`config.mk`:
```
export PLATFORM = sky130hd
export DESIGN_NAME = wb_accel_top
export DESIGN_NICKNAME = d
export VERILOG_FILES = /design/src/logic/wb_accel_pkg.sv /design/src/logic/accel_exec_stage.sv /design/src/logic/accel_join_stage.sv /design/src/logic/stream_queue.sv /design/src/logic/wb_accel_top.sv /design/src/logic/wb_stream_bridge.sv
export VERILOG_INCLUDE_DIRS = /design/src /design/src/include
export SDC_FILE = /design/constraint.sdc
export NUM_CORES = 2
export LEC_CHECK = 0
export ABC_AREA = 1
export BUFFER_PORTS_ARGS = -buffer_cell sky130_fd_sc_hd__buf_2
export CORE_ASPECT_RATIO = 0.7
export CORE_MARGIN = 2
export CORE_UTILIZATION = 35
export CTS_CLUSTER_SIZE = 40
export DETAILED_ROUTE_END_ITERATION = 6
export GPL_TIMING_DRIVEN = 0
export RECOVER_POWER = 100
export REMOVE_ABC_BUFFERS = 1
export SYNTH_ARGS = -nofsm -noshare
export SYNTH_HDL_FRONTEND = slang
export SYNTH_SLANG_ARGS = --single-unit
```
`constraint.sdc`:
```
create_clock -name clk -period 9.5 [get_ports clk]
set_input_delay 0.475 -clock clk [delete_from_list [all_inputs] [get_ports clk]]
set_output_delay 0.475 -clock clk [all_outputs]
set_load 0.03 [all_outputs]
```
`src/include/wb_accel_macros.svh`:
```
// accumulator accelerator constants
// address map, data width, stream counts and default queue depth

`ifndef WB_ACCEL_MACROS_SVH
`define WB_ACCEL_MACROS_SVH

////////////////////////////////////////////////////////////
// data path
////////////////////////////////////////////////////////////

// width of bus data and of every stream word
`define WB_DATA_W 32

////////////////////////////////////////////////////////////
// stream address map
////////////////////////////////////////////////////////////

// input stream 0 is commands, input stream 1 is operands
`define NUM_ISTREAM 2
// output stream 0 is results
`define NUM_OSTREAM 1

// each stream slot is 8 bytes: status at +0, data at +4
`define ISTREAM_BASE 32'h3000_0000
`define OSTREAM_BASE (`ISTREAM_BASE + 32'd8 * `NUM_ISTREAM)

////////////////////////////////////////////////////////////
// queues
////////////////////////////////////////////////////////////

`define QUEUE_DEPTH 4

`endif

```
`src/logic/wb_accel_pkg.sv`:
```
// accumulator accelerator types
// bus access classification and accumulator opcodes

package wb_accel_pkg;

  // kind of bus access after address decode
  typedef enum logic [2:0] {
    ACC_NONE       = 3'd0,
    ACC_IN_STATUS  = 3'd1,
    ACC_IN_WRITE   = 3'd2,
    ACC_OUT_STATUS = 3'd3,
    ACC_OUT_READ   = 3'd4
  } wb_access_e;

  // accumulator opcode, taken from bits 1:0 of a command word
  typedef enum logic [1:0] {
    // acc = operand
    OP_LOAD = 2'd0,
    // acc = acc + operand, wraps at 32 bits
    OP_ADD  = 2'd1,
    // acc = acc ^ operand
    OP_XOR  = 2'd2,
    // acc = low 32 bits of acc * operand
    OP_MUL  = 2'd3
  } accel_op_e;

endpackage

```
`src/logic/accel_exec_stage.sv`:
```
// accelerator stage 2
// applies the opcode to the accumulator and registers the new value as a result

`timescale 1ns/100ps
`include "wb_accel_macros.svh"

module accel_exec_stage (
  input  logic                    clk,
  input  logic                    rst_n_i,
  // joined item from stage 1
  input  logic                    j_val_i,
  output logic                    j_rdy_o,
  input  wb_accel_pkg::accel_op_e j_op_i,
  input  logic [`WB_DATA_W-1:0]   j_opnd_i,
  // result stream
  output logic                    res_val_o,
  input  logic                    res_rdy_i,
  output logic [`WB_DATA_W-1:0]   res_data_o
);

  logic [`WB_DATA_W-1:0] acc;
  logic [`WB_DATA_W-1:0] acc_next;
  logic                  accept;

  // result register frees up when it is empty or the queue takes it
  assign j_rdy_o = !res_val_o || res_rdy_i;
  assign accept  = j_val_i && j_rdy_o;

  ////////////////////////////////////////////////////////////
  // accumulator update
  ////////////////////////////////////////////////////////////

  always_comb begin
    case (j_op_i)
      wb_accel_pkg::OP_LOAD: acc_next = j_opnd_i;
      wb_accel_pkg::OP_ADD:  acc_next = acc + j_opnd_i;
      wb_accel_pkg::OP_XOR:  acc_next = acc ^ j_opnd_i;
      // low word of the product only
      wb_accel_pkg::OP_MUL:  acc_next = acc * j_opnd_i;
      default:               acc_next = acc;
    endcase
  end

  always_ff @(posedge clk) begin
    if (!rst_n_i) begin
      acc       <= '0;
      res_val_o <= 1'b0;
    end else if (accept) begin
      acc       <= acc_next;
      res_val_o <= 1'b1;
    end else if (res_rdy_i) begin
      res_val_o <= 1'b0;
    end
  end

  // result word toward the output queue
  always_ff @(posedge clk) begin
    if (accept) begin
      res_data_o <= acc_next;
    end
  end

endmodule

```
`src/logic/accel_join_stage.sv`:
```
// accelerator stage 1
// joins one command with one operand and registers opcode and operand

`timescale 1ns/100ps
`include "wb_accel_macros.svh"

module accel_join_stage (
  input  logic                    clk,
  input  logic                    rst_n_i,
  // command stream
  input  logic                    cmd_val_i,
  output logic                    cmd_rdy_o,
  input  logic [`WB_DATA_W-1:0]   cmd_data_i,
  // operand stream
  input  logic                    opnd_val_i,
  output logic                    opnd_rdy_o,
  input  logic [`WB_DATA_W-1:0]   opnd_data_i,
  // joined item toward exec stage
  output logic                    j_val_o,
  input  logic                    j_rdy_i,
  output wb_accel_pkg::accel_op_e j_op_o,
  output logic [`WB_DATA_W-1:0]   j_opnd_o
);

  logic                    both_val;
  logic                    can_accept;
  logic                    take;
  wb_accel_pkg::accel_op_e dec_op;

  // register is free when empty or draining this cycle
  assign both_val   = cmd_val_i && opnd_val_i;
  assign can_accept = !j_val_o || j_rdy_i;
  assign take       = both_val && can_accept;

  // both heads leave together or not at all
  assign cmd_rdy_o  = take;
  assign opnd_rdy_o = take;

  // opcode lives in the low two bits of the command word
  assign dec_op = wb_accel_pkg::accel_op_e'(cmd_data_i[1:0]);

  ////////////////////////////////////////////////////////////
  // pipeline register
  ////////////////////////////////////////////////////////////

  always_ff @(posedge clk) begin
    if (!rst_n_i) begin
      j_val_o <= 1'b0;
    end else if (take) begin
      j_val_o <= 1'b1;
    end else if (j_rdy_i) begin
      j_val_o <= 1'b0;
    end
  end

  // payload, held while stalled
  always_ff @(posedge clk) begin
    if (take) begin
      j_op_o   <= dec_op;
      j_opnd_o <= opnd_data_i;
    end
  end

endmodule

```
`src/logic/stream_queue.sv`:
```
// stream queue
// circular-buffer FIFO with valid/ready on both sides and a free-entry count

`timescale 1ns/100ps

module stream_queue #(
  parameter int DEPTH = 4,
  parameter int WIDTH = 32
) (
  input  logic                       clk,
  input  logic                       rst_n_i,
  input  logic                       enq_val_i,
  output logic                       enq_rdy_o,
  input  logic [WIDTH-1:0]           enq_data_i,
  output logic                       deq_val_o,
  input  logic                       deq_rdy_i,
  output logic [WIDTH-1:0]           deq_data_o,
  output logic [$clog2(DEPTH+1)-1:0] num_free_o
);

  localparam int PTR_W = (DEPTH > 1) ? $clog2(DEPTH) : 1;
  localparam int CNT_W = $clog2(DEPTH + 1);
  localparam logic [PTR_W-1:0] LAST_PTR = PTR_W'(DEPTH - 1);
  localparam logic [CNT_W-1:0] FULL_CNT = CNT_W'(DEPTH);

  logic [WIDTH-1:0] mem [DEPTH];
  logic [PTR_W-1:0] wr_ptr;
  logic [PTR_W-1:0] rd_ptr;
  logic [CNT_W-1:0] count;
  logic             do_enq;
  logic             do_deq;

  // a full queue still takes a word when the head leaves this cycle
  assign deq_val_o  = (count != '0);
  assign enq_rdy_o  = (count != FULL_CNT) || deq_rdy_i;
  assign do_deq     = deq_val_o && deq_rdy_i;
  assign do_enq     = enq_val_i && enq_rdy_o;
  assign num_free_o = FULL_CNT - count;

  // head straight from storage
  assign deq_data_o = mem[rd_ptr];

  always_ff @(posedge clk) begin
    if (!rst_n_i) begin
      wr_ptr <= '0;
      rd_ptr <= '0;
      count  <= '0;
    end else begin
      if (do_enq) begin
        wr_ptr <= (wr_ptr == LAST_PTR) ? '0 : wr_ptr + 1'b1;
      end
      if (do_deq) begin
        rd_ptr <= (rd_ptr == LAST_PTR) ? '0 : rd_ptr + 1'b1;
      end
      case ({do_enq, do_deq})
        2'b10:   count <= count + 1'b1;
        2'b01:   count <= count - 1'b1;
        default: count <= count;
      endcase
    end
  end

  // storage
  always_ff @(posedge clk) begin
    if (do_enq) begin
      mem[wr_ptr] <= enq_data_i;
    end
  end

endmodule

```
`src/logic/wb_accel_top.sv`:
```
// accumulator accelerator top
// wishbone stream bridge feeding the join and exec pipeline stages

`timescale 1ns/100ps
`include "wb_accel_macros.svh"

module wb_accel_top (
  input  logic                  clk,
  input  logic                  rst_n_i,
  input  logic                  wbs_stb_i,
  input  logic                  wbs_cyc_i,
  input  logic                  wbs_we_i,
  input  logic [3:0]            wbs_sel_i,
  input  logic [31:0]           wbs_adr_i,
  input  logic [`WB_DATA_W-1:0] wbs_dat_i,
  output logic                  wbs_ack_o,
  output logic [`WB_DATA_W-1:0] wbs_dat_o
);

  // bridge to stage 1
  logic                    cmd_val;
  logic                    cmd_rdy;
  logic [`WB_DATA_W-1:0]   cmd_data;
  logic                    opnd_val;
  logic                    opnd_rdy;
  logic [`WB_DATA_W-1:0]   opnd_data;
  // stage 1 to stage 2
  logic                    j_val;
  logic                    j_rdy;
  wb_accel_pkg::accel_op_e j_op;
  logic [`WB_DATA_W-1:0]   j_opnd;
  // stage 2 to bridge
  logic                    res_val;
  logic                    res_rdy;
  logic [`WB_DATA_W-1:0]   res_data;

  wb_stream_bridge #(
    .DEPTH (`QUEUE_DEPTH)
  ) bridge_inst (
    .clk         (clk),
    .rst_n_i     (rst_n_i),
    .wbs_stb_i   (wbs_stb_i),
    .wbs_cyc_i   (wbs_cyc_i),
    .wbs_we_i    (wbs_we_i),
    .wbs_sel_i   (wbs_sel_i),
    .wbs_adr_i   (wbs_adr_i),
    .wbs_dat_i   (wbs_dat_i),
    .wbs_ack_o   (wbs_ack_o),
    .wbs_dat_o   (wbs_dat_o),
    .cmd_val_o   (cmd_val),
    .cmd_rdy_i   (cmd_rdy),
    .cmd_data_o  (cmd_data),
    .opnd_val_o  (opnd_val),
    .opnd_rdy_i  (opnd_rdy),
    .opnd_data_o (opnd_data),
    .res_val_i   (res_val),
    .res_rdy_o   (res_rdy),
    .res_data_i  (res_data)
  );

  accel_join_stage join_inst (
    .clk         (clk),
    .rst_n_i     (rst_n_i),
    .cmd_val_i   (cmd_val),
    .cmd_rdy_o   (cmd_rdy),
    .cmd_data_i  (cmd_data),
    .opnd_val_i  (opnd_val),
    .opnd_rdy_o  (opnd_rdy),
    .opnd_data_i (opnd_data),
    .j_val_o     (j_val),
    .j_rdy_i     (j_rdy),
    .j_op_o      (j_op),
    .j_opnd_o    (j_opnd)
  );

  accel_exec_stage exec_inst (
    .clk        (clk),
    .rst_n_i    (rst_n_i),
    .j_val_i    (j_val),
    .j_rdy_o    (j_rdy),
    .j_op_i     (j_op),
    .j_opnd_i   (j_opnd),
    .res_val_o  (res_val),
    .res_rdy_i  (res_rdy),
    .res_data_o (res_data)
  );

endmodule

```
`src/logic/wb_stream_bridge.sv`:
```
// wishbone stream bridge
// maps input and output stream queues into the bus address space

`timescale 1ns/100ps
`include "wb_accel_macros.svh"

module wb_stream_bridge #(
  parameter int DEPTH = `QUEUE_DEPTH
) (
  input  logic                  clk,
  input  logic                  rst_n_i,
  // wishbone slave
  input  logic                  wbs_stb_i,
  input  logic                  wbs_cyc_i,
  input  logic                  wbs_we_i,
  input  logic [3:0]            wbs_sel_i,
  input  logic [31:0]           wbs_adr_i,
  input  logic [`WB_DATA_W-1:0] wbs_dat_i,
  output logic                  wbs_ack_o,
  output logic [`WB_DATA_W-1:0] wbs_dat_o,
  // command stream
  output logic                  cmd_val_o,
  input  logic                  cmd_rdy_i,
  output logic [`WB_DATA_W-1:0] cmd_data_o,
  // operand stream
  output logic                  opnd_val_o,
  input  logic                  opnd_rdy_i,
  output logic [`WB_DATA_W-1:0] opnd_data_o,
  // result stream
  input  logic                  res_val_i,
  output logic                  res_rdy_o,
  input  logic [`WB_DATA_W-1:0] res_data_i
);

  localparam logic [31:0] IN_BASE  = `ISTREAM_BASE;
  localparam logic [31:0] OUT_BASE = `OSTREAM_BASE;
  localparam logic [31:0] OUT_END  = `OSTREAM_BASE + 32'd8 * `NUM_OSTREAM;
  localparam int SLOT_W = (`NUM_ISTREAM > 1) ? $clog2(`NUM_ISTREAM) : 1;

  ////////////////////////////////////////////////////////////
  // address decode
  ////////////////////////////////////////////////////////////

  logic                     req;
  logic                     in_region;
  logic                     out_region;
  logic [31:0]              slot_off;
  logic [SLOT_W-1:0]        slot_idx;
  wb_accel_pkg::wb_access_e access;

  assign req        = wbs_stb_i && wbs_cyc_i;
  assign in_region  = (wbs_adr_i >= IN_BASE) && (wbs_adr_i < OUT_BASE);
  assign out_region = (wbs_adr_i >= OUT_BASE) && (wbs_adr_i < OUT_END);

  // 8 bytes per stream slot
  assign slot_off = wbs_adr_i - IN_BASE;
  assign slot_idx = slot_off[3 +: SLOT_W];

  // sel is ignored, every access is a full word
  always_comb begin
    access = wb_accel_pkg::ACC_NONE;
    if (req && in_region) begin
      if (!wbs_we_i && (wbs_adr_i[2:0] == 3'd0)) begin
        access = wb_accel_pkg::ACC_IN_STATUS;
      end else if (wbs_we_i && (wbs_adr_i[2:0] == 3'd4)) begin
        access = wb_accel_pkg::ACC_IN_WRITE;
      end
    end else if (req && out_region && !wbs_we_i) begin
      if (wbs_adr_i[2:0] == 3'd0) begin
        access = wb_accel_pkg::ACC_OUT_STATUS;
      end else if (wbs_adr_i[2:0] == 3'd4) begin
        access = wb_accel_pkg::ACC_OUT_READ;
      end
    end
  end

  // no wait states
  assign wbs_ack_o = req;

  ////////////////////////////////////////////////////////////
  // input stream queues
  ////////////////////////////////////////////////////////////

  logic                  in_enq_val  [`NUM_ISTREAM];
  logic                  in_enq_rdy  [`NUM_ISTREAM];
  logic                  in_deq_val  [`NUM_ISTREAM];
  logic                  in_deq_rdy  [`NUM_ISTREAM];
  logic [`WB_DATA_W-1:0] in_deq_data [`NUM_ISTREAM];

  for (genvar g = 0; g < `NUM_ISTREAM; g++) begin : g_in_queue
    // full queue drops the write
    assign in_enq_val[g] = (access == wb_accel_pkg::ACC_IN_WRITE) && (slot_idx == SLOT_W'(g));

    stream_queue #(
      .DEPTH (DEPTH),
      .WIDTH (`WB_DATA_W)
    ) in_queue (
      .clk        (clk),
      .rst_n_i    (rst_n_i),
      .enq_val_i  (in_enq_val[g]),
      .enq_rdy_o  (in_enq_rdy[g]),
      .enq_data_i (wbs_dat_i),
      .deq_val_o  (in_deq_val[g]),
      .deq_rdy_i  (in_deq_rdy[g]),
      .deq_data_o (in_deq_data[g]),
      .num_free_o ()
    );
  end

  // stream 0 commands, stream 1 operands
  assign cmd_val_o     = in_deq_val[0];
  assign cmd_data_o    = in_deq_data[0];
  assign in_deq_rdy[0] = cmd_rdy_i;
  assign opnd_val_o    = in_deq_val[1];
  assign opnd_data_o   = in_deq_data[1];
  assign in_deq_rdy[1] = opnd_rdy_i;

  ////////////////////////////////////////////////////////////
  // output stream queue
  ////////////////////////////////////////////////////////////

  logic                  out_deq_val;
  logic                  out_pop;
  logic [`WB_DATA_W-1:0] out_deq_data;

  // a data read pops the head
  assign out_pop = (access == wb_accel_pkg::ACC_OUT_READ);

  stream_queue #(
    .DEPTH (DEPTH),
    .WIDTH (`WB_DATA_W)
  ) out_queue (
    .clk        (clk),
    .rst_n_i    (rst_n_i),
    .enq_val_i  (res_val_i),
    .enq_rdy_o  (res_rdy_o),
    .enq_data_i (res_data_i),
    .deq_val_o  (out_deq_val),
    .deq_rdy_i  (out_pop),
    .deq_data_o (out_deq_data),
    .num_free_o ()
  );

  ////////////////////////////////////////////////////////////
  // read data
  ////////////////////////////////////////////////////////////

  always_comb begin
    case (access)
      wb_accel_pkg::ACC_IN_STATUS:
        wbs_dat_o = {{(`WB_DATA_W-1){1'b0}}, in_enq_rdy[slot_idx]};
      wb_accel_pkg::ACC_OUT_STATUS:
        wbs_dat_o = {{(`WB_DATA_W-1){1'b0}}, out_deq_val};
      // empty queue reads as zero
      wb_accel_pkg::ACC_OUT_READ:
        wbs_dat_o = out_deq_val ? out_deq_data : '0;
      default:
        wbs_dat_o = '0;
    endcase
  end

endmodule

```
# == After elaboration in Yosys (flattened, before gate mapping) ==
# Memories as Yosys holds them, arrays and structs flattened. A register that Yosys moved wholly into a read port is not among the register bits.
# Cells that the tools add are included.
# word_totals
mem_count,3
ramBits,384
output_inout_bits,33
regBits,87
word_cells,132
inputBits,73
# mem_list
name,words,word_bits,read_ports,rd_clocked_by_memory_dff,wr,line_no,source
bridge_inst.g_in_queue[0].in_queue.mem,4,32,1,1,1,stream_queue.sv:26,logic [WIDTH-1:0] mem [DEPTH];
bridge_inst.g_in_queue[1].in_queue.mem,4,32,1,1,1,stream_queue.sv:26,
bridge_inst.out_queue.mem,4,32,1,1,1,stream_queue.sv:26,
# op_classes
magnitude_cmp,5
addsub,14
bitwise,3
n_reduce_logical,37
n_eq_ne,23
mul,1
muxes,33
# ops
cell,count
one-hot mux 32 bit (4 select lines),1
one-hot mux 32 bit (3 select lines),1
">= comparator 32 x 30 -> 1 bit, second input constant",2
"< comparator 32 x 30 -> 1 bit, second input constant",2
adder 32 bit,1
multiplier 32 x 32 -> 32 bit,1
two-way mux 32 bit,1
XOR 32 bit,1
"== test 2 bit, second input constant",11
logical AND 1 bit,19
two-way mux 2 bit,9
one-hot mux 3 bit (2 select lines),3
two-way mux 3 bit,5
two-way mux 1 bit,13
"adder 2 x 1 -> 2 bit, second input constant",6
nonzero test 2 bit,5
"adder 3 x 1 -> 3 bit, second input constant",3
"!= test 3 bit, second input constant",3
nonzero test 3 bit,3
"subtractor 3 x 1 -> 3 bit, second input constant",3
"== test 2 x 1 -> 1 bit, second input constant",4
"== test 3 x 2 -> 1 bit, second input constant",2
"== test 3 bit, second input constant",2
logical OR 1 bit,5
other kinds (8),10

# == Logic depth before layout (Yosys ltp) ==
# logic_depth
word_depth,16
mapped_depth,35
depth_no_buf,33

# == Modules after synthesis ==
# From an unflattened synthesis, not the netlist that was laid out.
# hier_totals
cells_unflattened,4257
area_unflattened_um2,39095.0
# modules_own_cells
mod,n_inst,seq_area_each_um2,cells_per_inst,area_per_inst_um2
accel_exec_stage,1,1621.6,2941,21453.1
stream_queue,3,4023.9,379,5298.8
accel_join_stage,1,1041.0,42,1079.8
wb_stream_bridge,1,0.0,137,665.6

# == Worst setup path after synthesis ==
# No wires, ideal clock.
# synth_timing
path_type,flip-flop to flip-flop
startpoint,reg exec_inst.acc[12]
endpoint,reg exec_inst.res_data_o[29] (data pin)
arrival_ns,6.578
synth_period_minus_slack_ns,6.834
stages_incl_launch_ff,31
path_slack_ns,2.666
path_cell_list,dfxtp_1 clkbuf_1 clkbuf_1 nand2_1 inv_1 fa_1 fa_1 fa_1 inv_1 fa_1 inv_1 fa_1 inv_1 fa_1 inv_1 fa_1 fa_1 ha_1 nand2_1 nor4_2 nand3_1 nand3_1 nand3_1 nand2_1 nand3_1 nand2_1 a21oi_1 o21ai_1 nand3_1 o21ai_1 inv_1
# synth_between
elab_chain_cells,2
word_cells_on_any_way,3
# synth_lines
element,line_no,source
from (decl),accel_exec_stage.sv:21,logic [`WB_DATA_W-1:0] acc;
from (signal assigned),accel_exec_stage.sv:49,acc <= acc_next;
multiplier 32 x 32 -> 32 bit / adder 32 bit (equally long branches),"accel_exec_stage.sv:39, accel_exec_stage.sv:36",
one-hot mux 32 bit (4 select lines) *,accel_exec_stage.sv:34,case (j_op_i)
named net exec_inst.acc_next[29],accel_exec_stage.sv:22,logic [`WB_DATA_W-1:0] acc_next;
to (signal assigned),accel_exec_stage.sv:59,res_data_o <= acc_next;
to (decl),accel_exec_stage.sv:18,output logic [`WB_DATA_W-1:0] res_data_o
# The timed path passes the listed nets; every way through them passes the cells marked *.
# A chain may end at the register's enable or synchronous reset.

# == Worst setup path after layout ==
# layout_timing
startpoint,"reg join_inst.j_opnd_o[12], read port of bridge_inst.g_in_queue[1].in_queue.mem"
endpoint,reg exec_inst.res_data_o[28] (data pin)
# layout_between
elab_chain_cells,2
word_cells_on_any_way,3
# layout_lines
element,line_no,source
from (decl),accel_join_stage.sv:22,output logic [`WB_DATA_W-1:0] j_opnd_o
multiplier 32 x 32 -> 32 bit / adder 32 bit (equally long branches),"accel_exec_stage.sv:39, accel_exec_stage.sv:36",
one-hot mux 32 bit (4 select lines) *,accel_exec_stage.sv:34,
named net exec_inst.acc_next[28],accel_exec_stage.sv:22,
# Marks and branches as above.

==> results by group <==
Setup path
  – Element type at the critical path start: register
  – Crit-path slowest cell: sky130_fd_sc_hd__edfxtp_1
  – Worst reg2reg path depth: 21
  – Destination of the worst register-to-register timing path: exec_inst.res_data_o[28]$_DFFE_PP_
  – Critical-path maximum fanout: 22
  – Reg-to-reg slack, setup: roughly 0.57 ns
  – Reg-to-Reg Start: join_inst.j_opnd_o[12]$_DFFE_PP_
  – Crit Path Class: reg2reg
  – Crit path max-delay family: adder cells
  – Most numerous cell on the critical path: sky130_fd_sc_hd__fa_1
  – Data required time at the worst endpoint: just under 10 ns
  – Worst Path Arrival: slightly above 9 ns
  – List of cells traversed by the critical path: ha_1, fa_1, inv_1, fa_1, fa_1, fa_1, fa_1, inv_1, fa_1, fa_1, fa_1, ha_1, nand2_1, nor4_1, o21ai_0, nand3_1, a21oi_1, o21ai_0, o211ai_1, nor2_2, inv_1
  – Slowest stage delay, CP: roughly 1.4 ns
  – Critical path buffers and inverters: 3
  – Endpoint class of the critical path: register

Power and ir drop
  – Power Dens Cells: slightly below 90 nW/um2
  – Worst vdd ir: 0.121 mV
  – Pwr Total: ~3.2 mW
  – Static leakage: 18.3 nW

Logic synthesis
  – Most instantiated library cell after synthesis: sky130_fd_sc_hd__nand2_1
  – Most frequent cells after synthesis: sky130_fd_sc_hd__nand2_1, sky130_fd_sc_hd__inv_1, sky130_fd_sc_hd__fa_1, sky130_fd_sc_hd__edfxtp_1, sky130_fd_sc_hd__nor2_1
  – Multiplexer share of the synthesized area: 0%
  – Flip-flop cell with the highest count after synthesis: sky130_fd_sc_hd__edfxtp_1
  – Proportion of netlist area held by the largest area contributor: 29.3%
  – Number of storage elements in the synthesis netlist: roughly 390
  – Cell area after synthesis: roughly 34,000 um2
  – Combinational family with the most area after synthesis: adder cells
  – Post-synth top area cell: sky130_fd_sc_hd__edfxtp_1
  – Synthesized-area fraction occupied by ao, oa, aoi and oai cells: 8.75%
  – Sequential cell area fraction in the yosys report: 32.6%
  – Number of synthesized flops with an enable pin: 330
  – Top area cells in the synthesized netlist: sky130_fd_sc_hd__edfxtp_1, sky130_fd_sc_hd__fa_1, sky130_fd_sc_hd__nand2_1
  – Proportion of register bits with asynchronous set or reset after synthesis: 0%
  – Unique masters post-synth: 64
  – YS warnings: 0
  – Average cell area after synthesis: 8.98 um2
  – Synthesized-area fraction occupied by and/or/nand/nor cells: 15.6%
  – Share of synthesized cell area in full adder, half adder and majority cells: 30.7%
  – Xor and xnor fraction of the mapped netlist area: less than 1%
  – Number of instances in the synthesized netlist: ~3,800

Die
  – Placement Rows: 95
  – Horizontal die dimension: 376 um
  – Die area: between 90,000 and 100,000 um2
  – Overall die height: around 260 um
  – Area inside the core boundary: approximately 96,000 um2
  – Initial core utilization: a little over a third
  – IO Pins: roughly 110

Worst hold path
  – Endpoint of the worst hold-timing path: bridge_inst.g_in_queue[1].in_queue.mem[0][7]$_DFFE_PP_
  – Hold path startpoint: wbs_dat_i[7]
  – Instance count along the most critical hold path: 1
  – Tightest Hold Check Type: in2reg

Clocking
  – Clk sink count: between 300 and 400
  – Clock transition at the registers of the reported paths: about 0.07 ns
  – Number of buffers inserted during clock tree synthesis: 35
  – Maximum root-to-sink buffer count: 3
  – Cell at the root of the clock tree: sky130_fd_sc_hd__clkbuf_16
  – H-tree level count: 2
  – Hold-fix buffers, CTS: 0
  – Post-CTS Resized: 0
  – CTS tree: yes
  – Post-CTS setup buffers: 0
  – Clock insertion delay at the later pin of the skew report: 0.55 ns

Layout
  – Footprint of the flip-flops and latches: 11,100 um2
  – Layout fillers: around 9,600
  – Fin area: 36,500 um2
  – Area taken by multi-input logic gates: around 18,000 um2
  – Fraction of final layout cells with drive strength greater than 1: under 10%
  – Diode insertion count for antenna repair: 0
  – Number of nets in the layout: 4,423
  – Synth-to-Final Area Change: 7.74%

Route
  – Per-cell via count in the routed design: 4.90
  – Antenna violation net count after detailed routing: 0
  – Number of iterations in the first detailed-routing pass: 5
  – Vias: between 20,000 and 25,000
  – DRC violation count after routing: 0
  – Average wire per standard cell: ~18 um
  – Post-detailed-routing wire length: around 90,000 um
  – Detailed Route Iter0 Violations: between 2,000 and 2,500

Timing
  – Finish-stage setup viols: 0
  – Achievable frequency: 112 MHz
  – Final count of hold timing violations: 0
  – Tightest Pin Transition: between 2 and 3 ns
  – Setup repair after global routing missed its margin: no
  – Count of pins over their slew limit: 354
  – Normalized max-slew margin: -88.9%
  – Time the worst path needs with I/O delays and setup: 8.93 ns
  – Fraction of the cycle the final worst path needs: a little over nine tenths
  – Final setup skew: about 0.015 ns
  – Final TNS setup: 0 ns

Placed design
  – GP Congestion: around 0.93
  – Count of buffers inserted at the top-level ports: roughly 100
  – Final HPWL from detailed placement: ~67,000 um
  – Post-placement cell area: 35,800 um2

Global routing
  – Number of global-route vias before repair: around 25,000
  – Maximum number of pins on one net before global-route repair: approximately 70
  – First-pass GRT wire length: 143,000 um
  – Gr ovfl total: 0
  – Total track usage: ~19%
  – Initial antenna violation count: 0

Status
  – Status: complete, but fails checks
  – Failing checks: capacitance limit, slew limit

Run
  – Max Cap Viol: 12
## state kept, by name, summed over array words and instances, names as in the netlist, named ones only
signal	cells
bridge_inst.g_in_queue.in_queue.count	6
bridge_inst.g_in_queue.in_queue.mem	136
bridge_inst.g_in_queue.in_queue.rd_ptr	4
bridge_inst.g_in_queue.in_queue.wr_ptr	4
bridge_inst.out_queue.count	3
bridge_inst.out_queue.mem	128
bridge_inst.out_queue.rd_ptr	2
bridge_inst.out_queue.wr_ptr	2
exec_inst.acc	32
exec_inst.res_data_o	32
exec_inst.res_val_o	1
join_inst.j_op_o	2
join_inst.j_opnd_o	32
join_inst.j_val_o	1
## worst register-to-register path: cells and delay by family, from the launching register on
family / cells / cell delay (ns)
fa+ha+maj: 10 / 5.10
flops: 1 / 1.35
simple gates: 4 / 1.19
buf+inv: 3 / 0.19
compound gates: 4 / 0.89
## stage by stage
step | util [%] | hold WS, ns | setup slack (ns) | cells
2_1_floorplan | - | 0.459 | 2.73 | 3597
3_3_place_gp | 36.7 | 0.478 | 1.07 | 4959
3_5_place_dp | 37.3 | 0.479 | 1.04 | 4984
4_1_cts | 38.5 | 0.116 | 1.02 | 5048
5_1_grt | 38.0 | 0.172 | 0.435 | 5054
6_report | 38.0 | 0.188 | 0.566 | 5054
## cell type report
cell class	instances	area share (%)
multi-input combinational	2346	50.7
sequential	387	30.3
inverter	864	8.89
tap	1261	4.32
timing repair buffer	132	2.76
clock buffer	47	2.64
clock inverter	17	0.391
## cell families after synthesis
family / Yosys count
AOI/OAI and AO/OA: 475
xor gates and xnor gates: 18
adders and majority gates: 584
buffers and inverters: 1039
DFF: 387
and+or+nand+nor: 1269
## power breakdown
part / switching, mW / internal (mW) / total (mW) / leakage, nW
Clock: 0.641 / 0.752 / 1.39 / 0.535
Sequential: 0.0000000341 / 1.82 / 1.82 / 3.43
Combinational: 0.0189 / 0.0106 / 0.0295 / 14.3
## layout by cell type (no fill, tap or decap), types with 36 or more instances in the layout
cell,n
sky130_fd_sc_hd__dfxtp_1,45
sky130_fd_sc_hd__nor2_1,200
sky130_fd_sc_hd__o21ai_0,154
sky130_fd_sc_hd__buf_2,65
sky130_fd_sc_hd__clkbuf_1,54
sky130_fd_sc_hd__nand3_1,107
sky130_fd_sc_hd__nand2_1,872
sky130_fd_sc_hd__a21oi_1,166
sky130_fd_sc_hd__clkbuf_16,36
sky130_fd_sc_hd__edfxtp_1,330
sky130_fd_sc_hd__ha_1,172
sky130_fd_sc_hd__inv_1,843
sky130_fd_sc_hd__fa_1,412
## worst max-delay path by stage
stage                                           from                            endpoint  slack [ns]  depth (start not counted)
detailed placement  join_inst.j_opnd_o[12]$_DFFE_PP_  exec_inst.res_data_o[28]$_DFFE_PP_        1.04                         21
global route        join_inst.j_opnd_o[12]$_DFFE_PP_  exec_inst.res_data_o[28]$_DFFE_PP_        0.43                         21
CTS                 join_inst.j_opnd_o[12]$_DFFE_PP_  exec_inst.res_data_o[28]$_DFFE_PP_        1.02                         21
floorplan            join_inst.j_opnd_o[2]$_DFFE_PP_  exec_inst.res_data_o[29]$_DFFE_PP_        2.73                         28
global placement       exec_inst.acc[5]$_SDFFE_PN0P_  exec_inst.res_data_o[28]$_DFFE_PP_        1.07                         22
finish              join_inst.j_opnd_o[12]$_DFFE_PP_  exec_inst.res_data_o[28]$_DFFE_PP_        0.57                         21
## layer usage
layer  GRT usage, %  up-vias  wire, um
li1               -    11680         -
met1           27.9    12126     42500
met2           26.2      846     36900
met3           5.92      107      9440
met4           3.19        2      1460
met5          0.677        -        94
No activity file was read; power rests on OpenSTA's default activity.
